$ cat config.mk
export PLATFORM = sky130hd
export DESIGN_NAME = tap_controller
export DESIGN_NICKNAME = d
export VERILOG_FILES = /design/src/hdl/tap_pkg.sv /design/src/hdl/tap_controller.sv /design/src/hdl/tap_data_shift_reg.sv /design/src/hdl/tap_instruction_reg.sv /design/src/hdl/tap_state_machine.sv /design/src/hdl/tap_tdo_out.sv
export SDC_FILE = /design/constraint.sdc
export NUM_CORES = 1
export LEC_CHECK = 0
export BUFFER_PORTS_ARGS = -buffer_cell sky130_fd_sc_hd__buf_2
export CAP_MARGIN = 20
export CORE_MARGIN = 3
export CORE_UTILIZATION = 65
export DETAILED_ROUTE_END_ITERATION = 10
export GPL_ROUTABILITY_DRIVEN = 0
export PLACE_DENSITY = 0.9
export SETUP_SLACK_MARGIN = 0.1
export SLEW_MARGIN = 20
export SYNTH_ARGS = -nofsm -noshare
export SYNTH_HDL_FRONTEND = slang
export SYNTH_HIERARCHICAL = 1
export SYNTH_SLANG_ARGS = --single-unit
$ cat constraint.sdc
create_clock -name tapc_tck -period 4.4 [get_ports tapc_tck]
set_clock_uncertainty 0.05 [all_clocks]
set_input_delay 0.22 -clock tapc_tck [delete_from_list [all_inputs] [get_ports tapc_tck]]
set_output_delay 0.22 -clock tapc_tck [all_outputs]
set_load 0.05 [all_outputs]
$ cat src/hdl/tap_pkg.sv
// --------------------------------------------------
// Shared TAP types, instruction codes and widths
// Instruction codes not listed below act as BYPASS
// --------------------------------------------------

package tap_pkg;

    // --------------------------------------------------
    // TAP FSM states
    // --------------------------------------------------
    typedef enum logic [3:0] {
        TAP_RESET,
        TAP_IDLE,
        TAP_DR_SELECT,
        TAP_DR_CAPTURE,
        TAP_DR_SHIFT,
        TAP_DR_EXIT1,
        TAP_DR_PAUSE,
        TAP_DR_EXIT2,
        TAP_DR_UPDATE,
        TAP_IR_SELECT,
        TAP_IR_CAPTURE,
        TAP_IR_SHIFT,
        TAP_IR_EXIT1,
        TAP_IR_PAUSE,
        TAP_IR_EXIT2,
        TAP_IR_UPDATE
    } tap_state_e;

    // --------------------------------------------------
    // Instruction register
    // --------------------------------------------------
    localparam int TAP_IR_WIDTH = 5;

    typedef logic [TAP_IR_WIDTH-1:0] tap_instr_t;

    localparam tap_instr_t TAP_INSTR_IDCODE     = 5'h01;
    localparam tap_instr_t TAP_INSTR_BLD_ID     = 5'h04;
    localparam tap_instr_t TAP_INSTR_SCU_ACCESS = 5'h09;
    localparam tap_instr_t TAP_INSTR_DTMCS      = 5'h10;
    localparam tap_instr_t TAP_INSTR_DMI_ACCESS = 5'h11;
    localparam tap_instr_t TAP_INSTR_BYPASS     = 5'h1F;

    // Fixed pattern seen at TDO during an IR scan
    localparam tap_instr_t TAP_IR_CAPTURE_VALUE = 5'b00001;

    // --------------------------------------------------
    // Scan chains and data register payloads
    // --------------------------------------------------
    // Chain id: 1 for DTMCS, 2 for DMI_ACCESS, else 0
    localparam int TAP_CH_ID_WIDTH = 2;

    // IDCODE and BUILD ID
    typedef logic [31:0] idcode_t;

    // BYPASS
    typedef logic [0:0] bypass_t;

endpackage

$ cat src/hdl/tap_controller.sv
// --------------------------------------------------
// JTAG TAP controller top with BYPASS, IDCODE, BUILD ID
// Chain controls are forwarded unregistered, no back-pressure
// --------------------------------------------------
`timescale 1ns/100ps

module tap_controller #(
    parameter tap_pkg::idcode_t BLD_ID_VALUE = 32'h0000_0001
) (
    input  logic                                tapc_tck,
    input  logic                                tapc_trst_n,
    input  logic                                tapc_tms_i,
    input  logic                                tapc_tdi_i,
    output logic                                tapc_tdo_o,
    output logic                                tapc_tdo_en_o,
    // Fuses
    input  tap_pkg::idcode_t                    fuse_idcode_i,
    // DMI and SCU scan chains
    output logic                                scu_chain_sel_o,
    output logic                                dmi_chain_sel_o,
    output logic [tap_pkg::TAP_CH_ID_WIDTH-1:0] chain_id_o,
    output logic                                chain_capture_o,
    output logic                                chain_shift_o,
    output logic                                chain_update_o,
    output logic                                chain_tdi_o,
    input  logic                                chain_tdo_i
);

    // FSM outputs
    tap_pkg::tap_state_e state;
    logic                sync_rst;
    logic                dr_capture;
    logic                dr_shift;
    logic                dr_update;
    logic                ir_shift;

    // Decode outputs
    logic ir_lsb;
    logic bypass_sel;
    logic idcode_sel;
    logic bld_id_sel;
    logic chain_sel;

    // DR serial outs
    logic bypass_tdo;
    logic idcode_tdo;
    logic bld_id_tdo;

    // --------------------------------------------------
    // Control
    // --------------------------------------------------
    tap_state_machine u_fsm (
        .tapc_tck     (tapc_tck),
        .tapc_trst_n  (tapc_trst_n),
        .tms_i        (tapc_tms_i),
        .state_o      (state),
        .state_next_o (),
        .sync_rst_o   (sync_rst),
        .dr_capture_o (dr_capture),
        .dr_shift_o   (dr_shift),
        .dr_update_o  (dr_update),
        .ir_shift_o   (ir_shift)
    );

    tap_instruction_reg u_ir (
        .tapc_tck        (tapc_tck),
        .tapc_trst_n     (tapc_trst_n),
        .sync_rst_i      (sync_rst),
        .tdi_i           (tapc_tdi_i),
        .state_i         (state),
        .ir_lsb_o        (ir_lsb),
        .bypass_sel_o    (bypass_sel),
        .idcode_sel_o    (idcode_sel),
        .bld_id_sel_o    (bld_id_sel),
        .dmi_chain_sel_o (dmi_chain_sel_o),
        .scu_chain_sel_o (scu_chain_sel_o),
        .chain_id_o      (chain_id_o)
    );

    // --------------------------------------------------
    // Data registers
    // --------------------------------------------------
    // BYPASS, captures 0
    tap_data_shift_reg #(.payload_t(tap_pkg::bypass_t)) u_bypass_dr (
        .tapc_tck        (tapc_tck),
        .tapc_trst_n     (tapc_trst_n),
        .sync_rst_i      (sync_rst),
        .select_i        (bypass_sel),
        .capture_i       (dr_capture),
        .shift_i         (dr_shift),
        .tdi_i           (tapc_tdi_i),
        .capture_value_i (tap_pkg::bypass_t'(1'b0)),
        .tdo_o           (bypass_tdo)
    );

    // IDCODE from fuses
    tap_data_shift_reg #(.payload_t(tap_pkg::idcode_t)) u_idcode_dr (
        .tapc_tck        (tapc_tck),
        .tapc_trst_n     (tapc_trst_n),
        .sync_rst_i      (sync_rst),
        .select_i        (idcode_sel),
        .capture_i       (dr_capture),
        .shift_i         (dr_shift),
        .tdi_i           (tapc_tdi_i),
        .capture_value_i (fuse_idcode_i),
        .tdo_o           (idcode_tdo)
    );

    // BUILD ID, fixed at elaboration
    tap_data_shift_reg #(.payload_t(tap_pkg::idcode_t)) u_bld_id_dr (
        .tapc_tck        (tapc_tck),
        .tapc_trst_n     (tapc_trst_n),
        .sync_rst_i      (sync_rst),
        .select_i        (bld_id_sel),
        .capture_i       (dr_capture),
        .shift_i         (dr_shift),
        .tdi_i           (tapc_tdi_i),
        .capture_value_i (BLD_ID_VALUE),
        .tdo_o           (bld_id_tdo)
    );

    // --------------------------------------------------
    // TDO and external chains
    // --------------------------------------------------
    assign chain_sel = dmi_chain_sel_o | scu_chain_sel_o;

    tap_tdo_out u_tdo (
        .tapc_tck     (tapc_tck),
        .tapc_trst_n  (tapc_trst_n),
        .sync_rst_i   (sync_rst),
        .dr_shift_i   (dr_shift),
        .ir_shift_i   (ir_shift),
        .ir_lsb_i     (ir_lsb),
        .bypass_tdo_i (bypass_tdo),
        .idcode_tdo_i (idcode_tdo),
        .bld_id_tdo_i (bld_id_tdo),
        .chain_tdo_i  (chain_tdo_i),
        .bypass_sel_i (bypass_sel),
        .idcode_sel_i (idcode_sel),
        .bld_id_sel_i (bld_id_sel),
        .chain_sel_i  (chain_sel),
        .tdo_o        (tapc_tdo_o),
        .tdo_en_o     (tapc_tdo_en_o)
    );

    // Chain side qualifies these with its own select
    assign chain_capture_o = dr_capture;
    assign chain_shift_o   = dr_shift;
    assign chain_update_o  = dr_update;
    assign chain_tdi_o     = tapc_tdi_i;

endmodule

$ cat src/hdl/tap_data_shift_reg.sv
// --------------------------------------------------
// Capture-and-shift DR, width taken from payload_t
// Serial out is the LSB, TDI enters at the MSB
// --------------------------------------------------
`timescale 1ns/100ps

module tap_data_shift_reg #(
    parameter type payload_t = tap_pkg::idcode_t
) (
    input  logic     tapc_tck,
    input  logic     tapc_trst_n,
    input  logic     sync_rst_i,
    input  logic     select_i,
    input  logic     capture_i,
    input  logic     shift_i,
    input  logic     tdi_i,
    input  payload_t capture_value_i,
    output logic     tdo_o
);

    localparam int W = $bits(payload_t);

    logic [W-1:0] shift_q;
    // One bit wider so a 1-bit payload shifts the same way
    logic [W:0]   shift_ext;

    assign shift_ext = {tdi_i, shift_q};

    always_ff @(posedge tapc_tck or negedge tapc_trst_n) begin
        if (!tapc_trst_n) begin
            shift_q <= '0;
        end else if (sync_rst_i) begin
            shift_q <= '0;
        end else if (select_i && capture_i) begin
            shift_q <= capture_value_i;
        end else if (select_i && shift_i) begin
            shift_q <= shift_ext[W:1];
        end
    end

    assign tdo_o = shift_q[0];

endmodule

$ cat src/hdl/tap_instruction_reg.sv
// --------------------------------------------------
// IR shift and hold registers with instruction decode
// Hold register updates on falling TCK, resets to IDCODE
// --------------------------------------------------
`timescale 1ns/100ps

module tap_instruction_reg (
    input  logic                                tapc_tck,
    input  logic                                tapc_trst_n,
    input  logic                                sync_rst_i,
    input  logic                                tdi_i,
    input  tap_pkg::tap_state_e                 state_i,
    output logic                                ir_lsb_o,
    output logic                                bypass_sel_o,
    output logic                                idcode_sel_o,
    output logic                                bld_id_sel_o,
    output logic                                dmi_chain_sel_o,
    output logic                                scu_chain_sel_o,
    output logic [tap_pkg::TAP_CH_ID_WIDTH-1:0] chain_id_o
);

    tap_pkg::tap_instr_t ir_shift_q;
    tap_pkg::tap_instr_t ir_hold_q;

    // --------------------------------------------------
    // Shift register, rising edge
    // --------------------------------------------------
    always_ff @(posedge tapc_tck or negedge tapc_trst_n) begin
        if (!tapc_trst_n) begin
            ir_shift_q <= '0;
        end else if (sync_rst_i) begin
            ir_shift_q <= '0;
        end else if (state_i == tap_pkg::TAP_IR_CAPTURE) begin
            ir_shift_q <= tap_pkg::TAP_IR_CAPTURE_VALUE;
        end else if (state_i == tap_pkg::TAP_IR_SHIFT) begin
            // TDI in at the top, LSB goes out first
            ir_shift_q <= {tdi_i, ir_shift_q[tap_pkg::TAP_IR_WIDTH-1:1]};
        end
    end

    assign ir_lsb_o = ir_shift_q[0];

    // --------------------------------------------------
    // Hold register, falling edge
    // --------------------------------------------------
    always_ff @(negedge tapc_tck or negedge tapc_trst_n) begin
        if (!tapc_trst_n) begin
            ir_hold_q <= tap_pkg::TAP_INSTR_IDCODE;
        end else if (sync_rst_i) begin
            ir_hold_q <= tap_pkg::TAP_INSTR_IDCODE;
        end else if (state_i == tap_pkg::TAP_IR_UPDATE) begin
            ir_hold_q <= ir_shift_q;
        end
    end

    // Decode, one-hot selects, unknown codes fall back to bypass
    always_comb begin
        bypass_sel_o    = 1'b0;
        idcode_sel_o    = 1'b0;
        bld_id_sel_o    = 1'b0;
        dmi_chain_sel_o = 1'b0;
        scu_chain_sel_o = 1'b0;
        chain_id_o      = '0;
        case (ir_hold_q)
            tap_pkg::TAP_INSTR_IDCODE:     idcode_sel_o = 1'b1;
            tap_pkg::TAP_INSTR_BLD_ID:     bld_id_sel_o = 1'b1;
            tap_pkg::TAP_INSTR_SCU_ACCESS: scu_chain_sel_o = 1'b1;
            tap_pkg::TAP_INSTR_DTMCS: begin
                dmi_chain_sel_o = 1'b1;
                chain_id_o      = 2'd1;
            end
            tap_pkg::TAP_INSTR_DMI_ACCESS: begin
                dmi_chain_sel_o = 1'b1;
                chain_id_o      = 2'd2;
            end
            default:                       bypass_sel_o = 1'b1;
        endcase
    end

endmodule

$ cat src/hdl/tap_state_machine.sv
// --------------------------------------------------
// IEEE 1149.1 TAP FSM, TMS sampled on rising TCK
// sync_rst_o follows Test-Logic-Reset half a cycle late
// --------------------------------------------------
`timescale 1ns/100ps

module tap_state_machine (
    input  logic                tapc_tck,
    input  logic                tapc_trst_n,
    input  logic                tms_i,
    output tap_pkg::tap_state_e state_o,
    output tap_pkg::tap_state_e state_next_o,
    output logic                sync_rst_o,
    output logic                dr_capture_o,
    output logic                dr_shift_o,
    output logic                dr_update_o,
    output logic                ir_shift_o
);

    tap_pkg::tap_state_e state_q;
    tap_pkg::tap_state_e state_next;

    // --------------------------------------------------
    // State register
    // --------------------------------------------------
    always_ff @(posedge tapc_tck or negedge tapc_trst_n) begin
        if (!tapc_trst_n) begin
            state_q <= tap_pkg::TAP_RESET;
        end else begin
            state_q <= state_next;
        end
    end

    // Transition table, left branch on TMS=1
    always_comb begin
        case (state_q)
            tap_pkg::TAP_RESET:
                state_next = tms_i ? tap_pkg::TAP_RESET     : tap_pkg::TAP_IDLE;
            tap_pkg::TAP_IDLE:
                state_next = tms_i ? tap_pkg::TAP_DR_SELECT : tap_pkg::TAP_IDLE;
            tap_pkg::TAP_DR_SELECT:
                state_next = tms_i ? tap_pkg::TAP_IR_SELECT : tap_pkg::TAP_DR_CAPTURE;
            tap_pkg::TAP_DR_CAPTURE:
                state_next = tms_i ? tap_pkg::TAP_DR_EXIT1  : tap_pkg::TAP_DR_SHIFT;
            tap_pkg::TAP_DR_SHIFT:
                state_next = tms_i ? tap_pkg::TAP_DR_EXIT1  : tap_pkg::TAP_DR_SHIFT;
            tap_pkg::TAP_DR_EXIT1:
                state_next = tms_i ? tap_pkg::TAP_DR_UPDATE : tap_pkg::TAP_DR_PAUSE;
            tap_pkg::TAP_DR_PAUSE:
                state_next = tms_i ? tap_pkg::TAP_DR_EXIT2  : tap_pkg::TAP_DR_PAUSE;
            tap_pkg::TAP_DR_EXIT2:
                state_next = tms_i ? tap_pkg::TAP_DR_UPDATE : tap_pkg::TAP_DR_SHIFT;
            tap_pkg::TAP_DR_UPDATE:
                state_next = tms_i ? tap_pkg::TAP_DR_SELECT : tap_pkg::TAP_IDLE;
            tap_pkg::TAP_IR_SELECT:
                state_next = tms_i ? tap_pkg::TAP_RESET     : tap_pkg::TAP_IR_CAPTURE;
            tap_pkg::TAP_IR_CAPTURE:
                state_next = tms_i ? tap_pkg::TAP_IR_EXIT1  : tap_pkg::TAP_IR_SHIFT;
            tap_pkg::TAP_IR_SHIFT:
                state_next = tms_i ? tap_pkg::TAP_IR_EXIT1  : tap_pkg::TAP_IR_SHIFT;
            tap_pkg::TAP_IR_EXIT1:
                state_next = tms_i ? tap_pkg::TAP_IR_UPDATE : tap_pkg::TAP_IR_PAUSE;
            tap_pkg::TAP_IR_PAUSE:
                state_next = tms_i ? tap_pkg::TAP_IR_EXIT2  : tap_pkg::TAP_IR_PAUSE;
            tap_pkg::TAP_IR_EXIT2:
                state_next = tms_i ? tap_pkg::TAP_IR_UPDATE : tap_pkg::TAP_IR_SHIFT;
            tap_pkg::TAP_IR_UPDATE:
                state_next = tms_i ? tap_pkg::TAP_DR_SELECT : tap_pkg::TAP_IDLE;
            default:
                state_next = tap_pkg::TAP_RESET;
        endcase
    end

    // --------------------------------------------------
    // Internal reset, falling edge
    // --------------------------------------------------
    // Held high through TRST and for as long as the FSM sits in Test-Logic-Reset
    always_ff @(negedge tapc_tck or negedge tapc_trst_n) begin
        if (!tapc_trst_n) begin
            sync_rst_o <= 1'b1;
        end else begin
            sync_rst_o <= (state_q == tap_pkg::TAP_RESET);
        end
    end

    // --------------------------------------------------
    // Registered control flags
    // --------------------------------------------------
    // Decoded from next state, so each flag matches its state cycle exactly
    always_ff @(posedge tapc_tck or negedge tapc_trst_n) begin
        if (!tapc_trst_n) begin
            dr_capture_o <= 1'b0;
            dr_shift_o   <= 1'b0;
            dr_update_o  <= 1'b0;
            ir_shift_o   <= 1'b0;
        end else if (sync_rst_o) begin
            dr_capture_o <= 1'b0;
            dr_shift_o   <= 1'b0;
            dr_update_o  <= 1'b0;
            ir_shift_o   <= 1'b0;
        end else begin
            dr_capture_o <= (state_next == tap_pkg::TAP_DR_CAPTURE);
            dr_shift_o   <= (state_next == tap_pkg::TAP_DR_SHIFT);
            dr_update_o  <= (state_next == tap_pkg::TAP_DR_UPDATE);
            ir_shift_o   <= (state_next == tap_pkg::TAP_IR_SHIFT);
        end
    end

    assign state_o      = state_q;
    assign state_next_o = state_next;

endmodule

$ cat src/hdl/tap_tdo_out.sv
// --------------------------------------------------
// TDO source mux and falling-edge TDO/TDO_EN registers
// Selects are expected one-hot
// --------------------------------------------------
`timescale 1ns/100ps

module tap_tdo_out (
    input  logic tapc_tck,
    input  logic tapc_trst_n,
    input  logic sync_rst_i,
    input  logic dr_shift_i,
    input  logic ir_shift_i,
    input  logic ir_lsb_i,
    input  logic bypass_tdo_i,
    input  logic idcode_tdo_i,
    input  logic bld_id_tdo_i,
    input  logic chain_tdo_i,
    input  logic bypass_sel_i,
    input  logic idcode_sel_i,
    input  logic bld_id_sel_i,
    input  logic chain_sel_i,
    output logic tdo_o,
    output logic tdo_en_o
);

    logic dr_out;
    logic tdo_next;

    // AND-OR mux over the one-hot selects
    assign dr_out = (bypass_sel_i & bypass_tdo_i)
                  | (idcode_sel_i & idcode_tdo_i)
                  | (bld_id_sel_i & bld_id_tdo_i)
                  | (chain_sel_i  & chain_tdo_i);

    // DR shift wins, IR LSB otherwise, idle low
    assign tdo_next = dr_shift_i ? dr_out
                    : ir_shift_i ? ir_lsb_i
                    : 1'b0;

    // --------------------------------------------------
    // Output registers, falling edge
    // --------------------------------------------------
    always_ff @(negedge tapc_tck or negedge tapc_trst_n) begin
        if (!tapc_trst_n) begin
            tdo_o    <= 1'b0;
            tdo_en_o <= 1'b0;
        end else if (sync_rst_i) begin
            tdo_o    <= 1'b0;
            tdo_en_o <= 1'b0;
        end else begin
            tdo_o    <= tdo_next;
            tdo_en_o <= dr_shift_i | ir_shift_i;
        end
    end

endmodule

### After elaboration in Yosys (flattened, before gate mapping)

Cells that the tools add are included.

* add/subtract/negate cells: 0
* multiply operators: 0
* div/mod/pow operators: 0
* $lt $le $gt $ge: 0
* equal/unequal tests: 24
* shift operators: 0
* muxes and demuxes: 41
* bitwise logic cells: 9
* reduce and logical (&&, ||, !) cells: 17

Operators with widths (count)
* 32-bit 2-to-1 mux: 6
* 4-bit one-hot mux with 12 select lines: 1
* 4-bit == test, second input constant: 10
* 5-bit 2-to-1 mux: 5
* 4-bit by 3-bit == test with 1-bit output, second input constant: 5
* 1-bit 2-to-1 mux: 19
* 4-bit 2-to-1 mux: 4
* 4-bit by 2-bit == test with 1-bit output, second input constant: 3
* 3-bit nonzero test: 4
* 5-bit == test, second input constant: 2
* 1-bit logical AND: 6
* 2-bit 2-to-1 mux: 3
* 3-bit 2-to-1 mux: 2
* 2-bit OR reduction: 3
* 5-bit by 1-bit == test with 1-bit output, second input constant: 1
* 5-bit by 3-bit == test with 1-bit output, second input constant: 1
* 5-bit by 4-bit == test with 1-bit output, second input constant: 1
* 1-bit OR: 5
* 5-bit OR reduction: 1
* 1-bit bitwise AND: 4
* 4-bit by 1-bit == test with 1-bit output, second input constant: 1
* 4-bit zero test: 1
* 2-bit one-hot mux with 2 select lines: 1
* 3-bit OR reduction: 1
* 2-bit nonzero test: 1

* register bits after elaboration: 86
* bits in latches: 0
* bits in writable memories: 0
* bits in read-only memories: 0
* input port bits: 37
* output and inout port bits: 10
* logic and storage cells: 104
* memories kept: 0

### Depth between registers and ports, before layout

Gate-level depths: netlist of the first run.

* word-level depth: 9
* gate-level depth with buffers: 7
* gate-level depth less buffers: 7

### By module

The synthesis of the first run kept the hierarchy.

Modules (own cells, without submodules)
* tap_data_shift_reg (u_bld_id_dr ...): instances 2, cells an instance 147, area each 2014.4 um^2, seq. area each 800.8 um^2
* tap_state_machine: instances 1, cells an instance 54, area each 539.3 um^2, seq. area each 226.5 um^2
* tap_instruction_reg: instances 1, cells an instance 54, area each 523.0 um^2, seq. area each 251.5 um^2
* tap_tdo_out: instances 1, cells an instance 8, area each 100.1 um^2, seq. area each 50.0 um^2
* tap_data_shift_reg (u_bypass_dr): instances 1, cells an instance 6, area each 71.3 um^2, seq. area each 25.0 um^2
* tap_controller: instances 1, cells an instance 4, area each 21.3 um^2, seq. area each 0.0 um^2

==> impl_metrics.ini, run 1 <==
[outcome]
status = complete, no violations

[detailed_routing]
dr.pass1.iters = 4
post_drt_wl_per_cell_um = 17.81
drt_wl_total_um = 10520
first_iter_violations = 163
drcViolationCount = 0
antenna_left = 0
num_vias = 3588
via_per_inst = 6.071

[yosys]
yosysWarnings = 6
syn_avg_cell_area_um2 = 12.58
synth_cells = 420
synth_area_um2 = 5284
synth.distinct_cells = 53
seq_area_frac_synth = 0.4078
synth-seq-cells = 86

[clocking]
clk_pin_slew_ns = 0.09
clock_latency_ns = 0.40
post_cts_buffers = 0
clockRootBuffer = clkbuf_8
cts_hold_buf = 1
cts_tree = built
cts-resized-gates = 0
cts_buffers = 9
htree_levels = 3
cts.sinks = 86
cts_buffer_depth = 2

[final_layout]
design_area_um2 = 5781
drive_above_1_share = 0.3129
nNetsFinal = 521
final_common_cell = dfrtp_1
fillers = 528
final_cell_mix = dfrtp_1, mux2i_1, nand2b_1
seqCellArea_um2 = 2158
multiInputGateArea_um2 = 2865
antenna_cells = 0
area_growth_pct = 9.401

[critical_path]
critPathMaxStageDelay_ns = 0.55
crit_chain = nand2_1, nor3b_1, buf_2
cp_data_arrival_time_ns = 3.92
crit_slowest_cell = dfstp_2
critPathLaunchType = flop
path_class = reg -> out
cp-end-kind = primary output
critPathRequiredTime_ns = 4.13
worstPathMaxFanout = 6

[grt]
overflow = 0
grt_util_met3 = 0.05629
grt_use_met2 = 0.3853
antenna_found_initial = 0
grt_pass1_vias = 3550
grtUsageMet1 = 0.3137
grtUsageTotal = 0.2343
busiest_layer = met2
grt_pass1_wl_um = 17070
grt_max_degree = 53

[power_and_ir_drop]
ir_drop_mv = 0.3912
finalPower_mw = 3.060
power_density_nw_per_um2 = 529.3
p_leak_nw = 2.242

[placed_design]
dp.final_hpwl_um = 6465
dpl_cell_area_um2 = 5543
port-buffer-count = 46
detailedPlace.worstSlack_ns = 0.2334

[hold_path]
hold_path.class = in -> reg

[floorplanning]
fp.dieH_um = 96.16
initial_core_util = 0.6768
fp.dieW_um = 96.16
placementRows = 32
io_pins = 47
coreArea_um2 = 7807
die-area_um2 = 9247

[timing]
setup_slack_ns = 0.2069
tightest_slew_ns = 0.6856
setup-tns-final_ns = 0
relSlewSlack = 0.5429
setup_violations = 0
finalHoldViolations = 0
rsz0062_at_grt = false
slew_viol_final = 0

[run]
max_cap_viol_count = 0
## power by group
group,internal (mW),leakage (nW),switching [mW],total (mW)
Sequential,0.974,1.18,0.202,1.18
Combinational,0.570,0.957,0.793,1.36
Clock,0.225,0.107,0.296,0.521
## worst paths after layout
| path | startpoint | endpoint | slack (ns) | cells after the start |
|---|---|---|---|---|
| max | u_ir/ir_hold_q[0] | scu_chain_sel_o | 0.21 | 3 |
| min | tapc_tms_i | u_fsm/ir_shift_o | 0.14 | 2 |
| max reg2reg | u_ir/ir_hold_q[2] | u_bld_id_dr/shift_q[25] | 0.22 | 4 |
| min reg2reg | u_ir/ir_hold_q[0] | u_ir/ir_hold_q[0] | 0.51 | 2 |
| max in group asynchronous | tapc_trst_n | u_ir/ir_hold_q[0] | 1.46 | 2 |
| min in group asynchronous | tapc_trst_n | u_bld_id_dr/shift_q[13] | 0.31 | 2 |
## critical path, delay by kind of cell, from the launching register on
kind	cells	cell delay [ns]
buf+inv	1	0.34
flops	1	0.55
simple gates	2	0.43
## per-stage QoR
step	instances	util	hold slack, ns
after CTS	589	0.7333	0.1264
after floorplan	451	-	-0.1256
final	591	0.7404	0.1385
after global routing	591	0.7404	0.1470
after global placement	572	0.7099	0.1563
after detailed placement	572	0.7099	0.1575
## routing by layer
layer	vias to the layer above	routed length [um]	share of wire
li1	1675	-	-
met4	0	95	0.0090
met5	-	0	0
met2	60	5412	0.51
met1	1844	4708	0.45
met3	9	307	0.029
## synth_stat cells, drive strengths merged
library cell	n	share of area
o221ai	1	0.0017
nor3b	5	0.0071
a2111oi	1	0.0052
nor4	3	0.0047
nand4b	1	0.0017
nand2	7	0.0054
and2b	1	0.0014
nand4	1	0.0024
and4bb	1	0.0024
clkbuf	7	0.0050
dfrtp	78	0.37
a211oi	1	0.0014
inv	5	0.0036
nor2	15	0.015
nor2b	3	0.0036
a21oi	10	0.0095
buf	32	0.063
o211ai	2	0.0028
nand3	5	0.0047
nor3	5	0.0047
o21bai	1	0.0014
and3	1	0.0012
o21ai	5	0.0054
and2	3	0.0036
o311ai	1	0.0017
nor4b	2	0.0062
conb	2	0.0014
o32ai	64	0.19
dfrtn	6	0.028
nand2b	67	0.082
a311oi	1	0.0028
nand3b	1	0.0014
and3b	3	0.0050
mux2i	68	0.13
or2	2	0.0024
dfstp	2	0.0099
a22oi	3	0.0052
o21a	3	0.0047
o211a	1	0.0019
## cell families (layout without fill, tap and decap cells)
family / count (synthesis) / in the layout / synth area share
simple gates: 126 / 126 / 0.1549
compound gates: 94 / 94 / 0.2351
flops: 86 / 86 / 0.4078
mux: 68 / 68 / 0.1288
buf+inv: 44 / 82 / 0.07199
other cells: 2 / 33 / 0.001421
## state kept, by name, indices dropped and copies added (netlist names)
register	count
u_fsm/ir_shift_o	1
u_fsm/sync_rst_o	1
u_fsm/dr_capture_o	1
u_idcode_dr/shift_q	32
u_tdo/tdo_en_o	1
u_fsm/dr_shift_o	1
u_bld_id_dr/shift_q	32
u_ir/ir_shift_q	5
u_ir/ir_hold_q	5
u_tdo/tdo_o	1
u_bypass_dr/tdo_o	1
u_fsm/state_o	4
u_fsm/dr_update_o	1
## cell type report
cell class / count / area share
clock buffers: 11 / 0.02446
well taps: 102 / 0.02208
inverters: 3 / 0.001948
repair buffers: 61 / 0.07576
clock inverters: 7 / 0.006710
flip-flops and latches: 86 / 0.3734
multi-input cells: 321 / 0.4957
No activity file was read; power rests on OpenSTA's default activity.
==> inputs of run 2 (changes only) <==
--- a/config.mk
+++ b/config.mk
@@ -8,10 +8,10 @@
 export BUFFER_PORTS_ARGS = -buffer_cell sky130_fd_sc_hd__buf_2
 export CAP_MARGIN = 20
 export CORE_MARGIN = 3
-export CORE_UTILIZATION = 65
+export CORE_UTILIZATION = 51
 export DETAILED_ROUTE_END_ITERATION = 10
 export GPL_ROUTABILITY_DRIVEN = 0
-export PLACE_DENSITY = 0.9
+export PLACE_DENSITY = 0.74
 export SETUP_SLACK_MARGIN = 0.1
 export SLEW_MARGIN = 20
 export SYNTH_ARGS = -nofsm -noshare
==> run 2 against run 1 <==
  * First-iteration DRC count down 10%
  * Highest routed layer unchanged
  * Sequential power is 5% lower
  * Design area rose by 1.1%
  * Hold slack better by 0.021 ns
  * Die area grew 26%
  * Critical path depth grew 2
  * Register-to-register slack better by 0.05 ns
==> impl_metrics.ini, run 2 (synthesis results as in run 1) <==
[outcome]
status = complete, no violations

[clocking]
cts_tree = built
cts.sinks = 86
clock_latency_ns = 0.38
htree_levels = 3
clk_pin_slew_ns = 0.08
cts_buffers = 9
post_cts_buffers = 0
cts_buffer_depth = 2
clockRootBuffer = clkbuf_8

[critical_path]
r2r-start = u_ir/ir_hold_q[2]
critPathMaxStageDelay_ns = 0.54
cp-end-kind = flop
critPathLaunchType = flop
crit_slowest_cell = dfrtn_1
path_class = reg -> reg
cp_data_arrival_time_ns = 4.26
crit_chain = nor3b_1, and2_2, o21a_2, buf_12, o32ai_2
worstPathMaxFanout = 14
crit_buf_inv = 1
r2r_slack_ns = 0.27
r2r_end = u_bld_id_dr/shift_q[7]
critPathRequiredTime_ns = 4.53
worst_r2r_path_depth = 5
crit_family = simple AND/OR/NAND/NOR gates

[power_and_ir_drop]
power_density_nw_per_um2 = 532.7
ir_drop_mv = 0.3432
p_leak_nw = 2.244

[placed_design]
dp.final_hpwl_um = 6227
detailedPlace.worstSlack_ns = 0.2435
port-buffer-count = 46

[timing]
tightest_slew_ns = 1.096
relSlewSlack = 0.2677
setup-tns-final_ns = 0
setup_slack_ns = 0.2701
slew_viol_final = 0
rsz0062_at_grt = false
finalHoldViolations = 0
setup_violations = 0

[hold_path]
hold_start = tapc_tdi_i
hold_path_end = u_ir/ir_shift_q[4]
hold_path.class = in -> reg
min_path_cells = 3

[grt]
grt_max_degree = 59
grt_pass1_wl_um = 17280
grt_pass1_vias = 3621
antenna_found_initial = 0
grtUsageTotal = 0.1837
overflow = 0

[final_layout]
drive_above_1_share = 0.3149
seqCellArea_um2 = 2158
reg.largest.list = u_bld_id_dr/shift_q (32), u_idcode_dr/shift_q (32)
multiInputGateArea_um2 = 2880
fillers = 820
final_cell_mix = dfrtp_1, mux2i_1, nand2b_1
antenna_cells = 0
area_growth_pct = 10.61
final_common_cell = dfrtp_1
nNetsFinal = 521

[detailed_routing]
drcViolationCount = 0
dr.pass1.iters = 4
via_per_inst = 5.611
antenna_left = 0
drt_wl_total_um = 10130
first_iter_violations = 146
num_vias = 3490
post_drt_wl_per_cell_um = 16.28

[run]
max_cap_viol_count = 0

[floorplanning]
coreArea_um2 = 9910
initial_core_util = 0.5332
placementRows = 36
die-area_um2 = 11620
io_pins = 47
fp.dieH_um = 107.8
fp.dieW_um = 107.8
-- run 2: how the worst max path moves through the flow --
| stage | start | end | slack, ns | cells past startpoint |
|---|---|---|---|---|
| final | u_ir/ir_hold_q[2] | u_bld_id_dr/shift_q[7] | 0.27 | 5 |
| after global routing | u_ir/ir_hold_q[2] | u_bld_id_dr/shift_q[7] | 0.13 | 5 |
| after CTS | u_ir/ir_hold_q[2] | u_bld_id_dr/shift_q[25] | 0.26 | 4 |
| after detailed placement | u_ir/ir_hold_q[2] | u_bld_id_dr/shift_q[25] | 0.24 | 4 |
| after global placement | u_ir/ir_hold_q[2] | u_bld_id_dr/shift_q[25] | 0.35 | 4 |
| after floorplan | u_ir/ir_hold_q[0] | scu_chain_sel_o | 0.13 | 2 |
-- run 2: power by group --
group          switching, mW  leakage, nW  internal, mW  total (mW)
logic                  0.814        0.940         0.540        1.35
registers              0.148         1.18         0.974        1.12
clock network          0.271        0.126         0.366       0.637
total                   1.23         2.24          1.88        3.11
-- run 2: repair_timing --
item                                    in CTS  in global routing
hold buffers                                 1                  0
endpoints found under the setup margin       0                  1
endpoints found under the hold margin       20                  0
resized for setup                            0                  2
-- run 2: final cells by class --
type                    instances  share of cell area
well taps                     133             0.02847
inverters                       3            0.001927
repair buffers                 60             0.06679
multi-input cells             322              0.4928
clock buffers                  12             0.02483
clock inverters                 6             0.01584
flip-flops and latches         86              0.3693
-- run 2: per-stage QoR --
step | utilization | power (mW) | hold slack [ns] | instance area, um^2 | std cells
3_3_place_gp | 0.5620 | 2.438 | 0.1137 | 5569 | 603
2_1_floorplan | - | 2.291 | -0.1256 | 5400 | 451
6_report | 0.5898 | 3.113 | 0.1592 | 5844 | 622
3_5_place_dp | 0.5620 | 2.480 | 0.1178 | 5569 | 603
5_1_grt | 0.5898 | 3.310 | 0.1679 | 5844 | 622
4_1_cts | 0.5862 | 3.126 | 0.1410 | 5809 | 620
-- run 2: worst min-delay path: stages --
cell and delay [ns]:
buf_2 0.15, nand3_1 0.09, a21oi_1 0.06
-- run 2: routing by layer --
layer  wire [um]  part of all wire  GRT usage  vias up
met5           0                 0          0        -
met4         105             0.010    0.04418        0
met3         272             0.027    0.04139        6
met2        5054              0.50     0.3051       46
met1        4695              0.46     0.2443     1771
li1            -                 -          -     1667
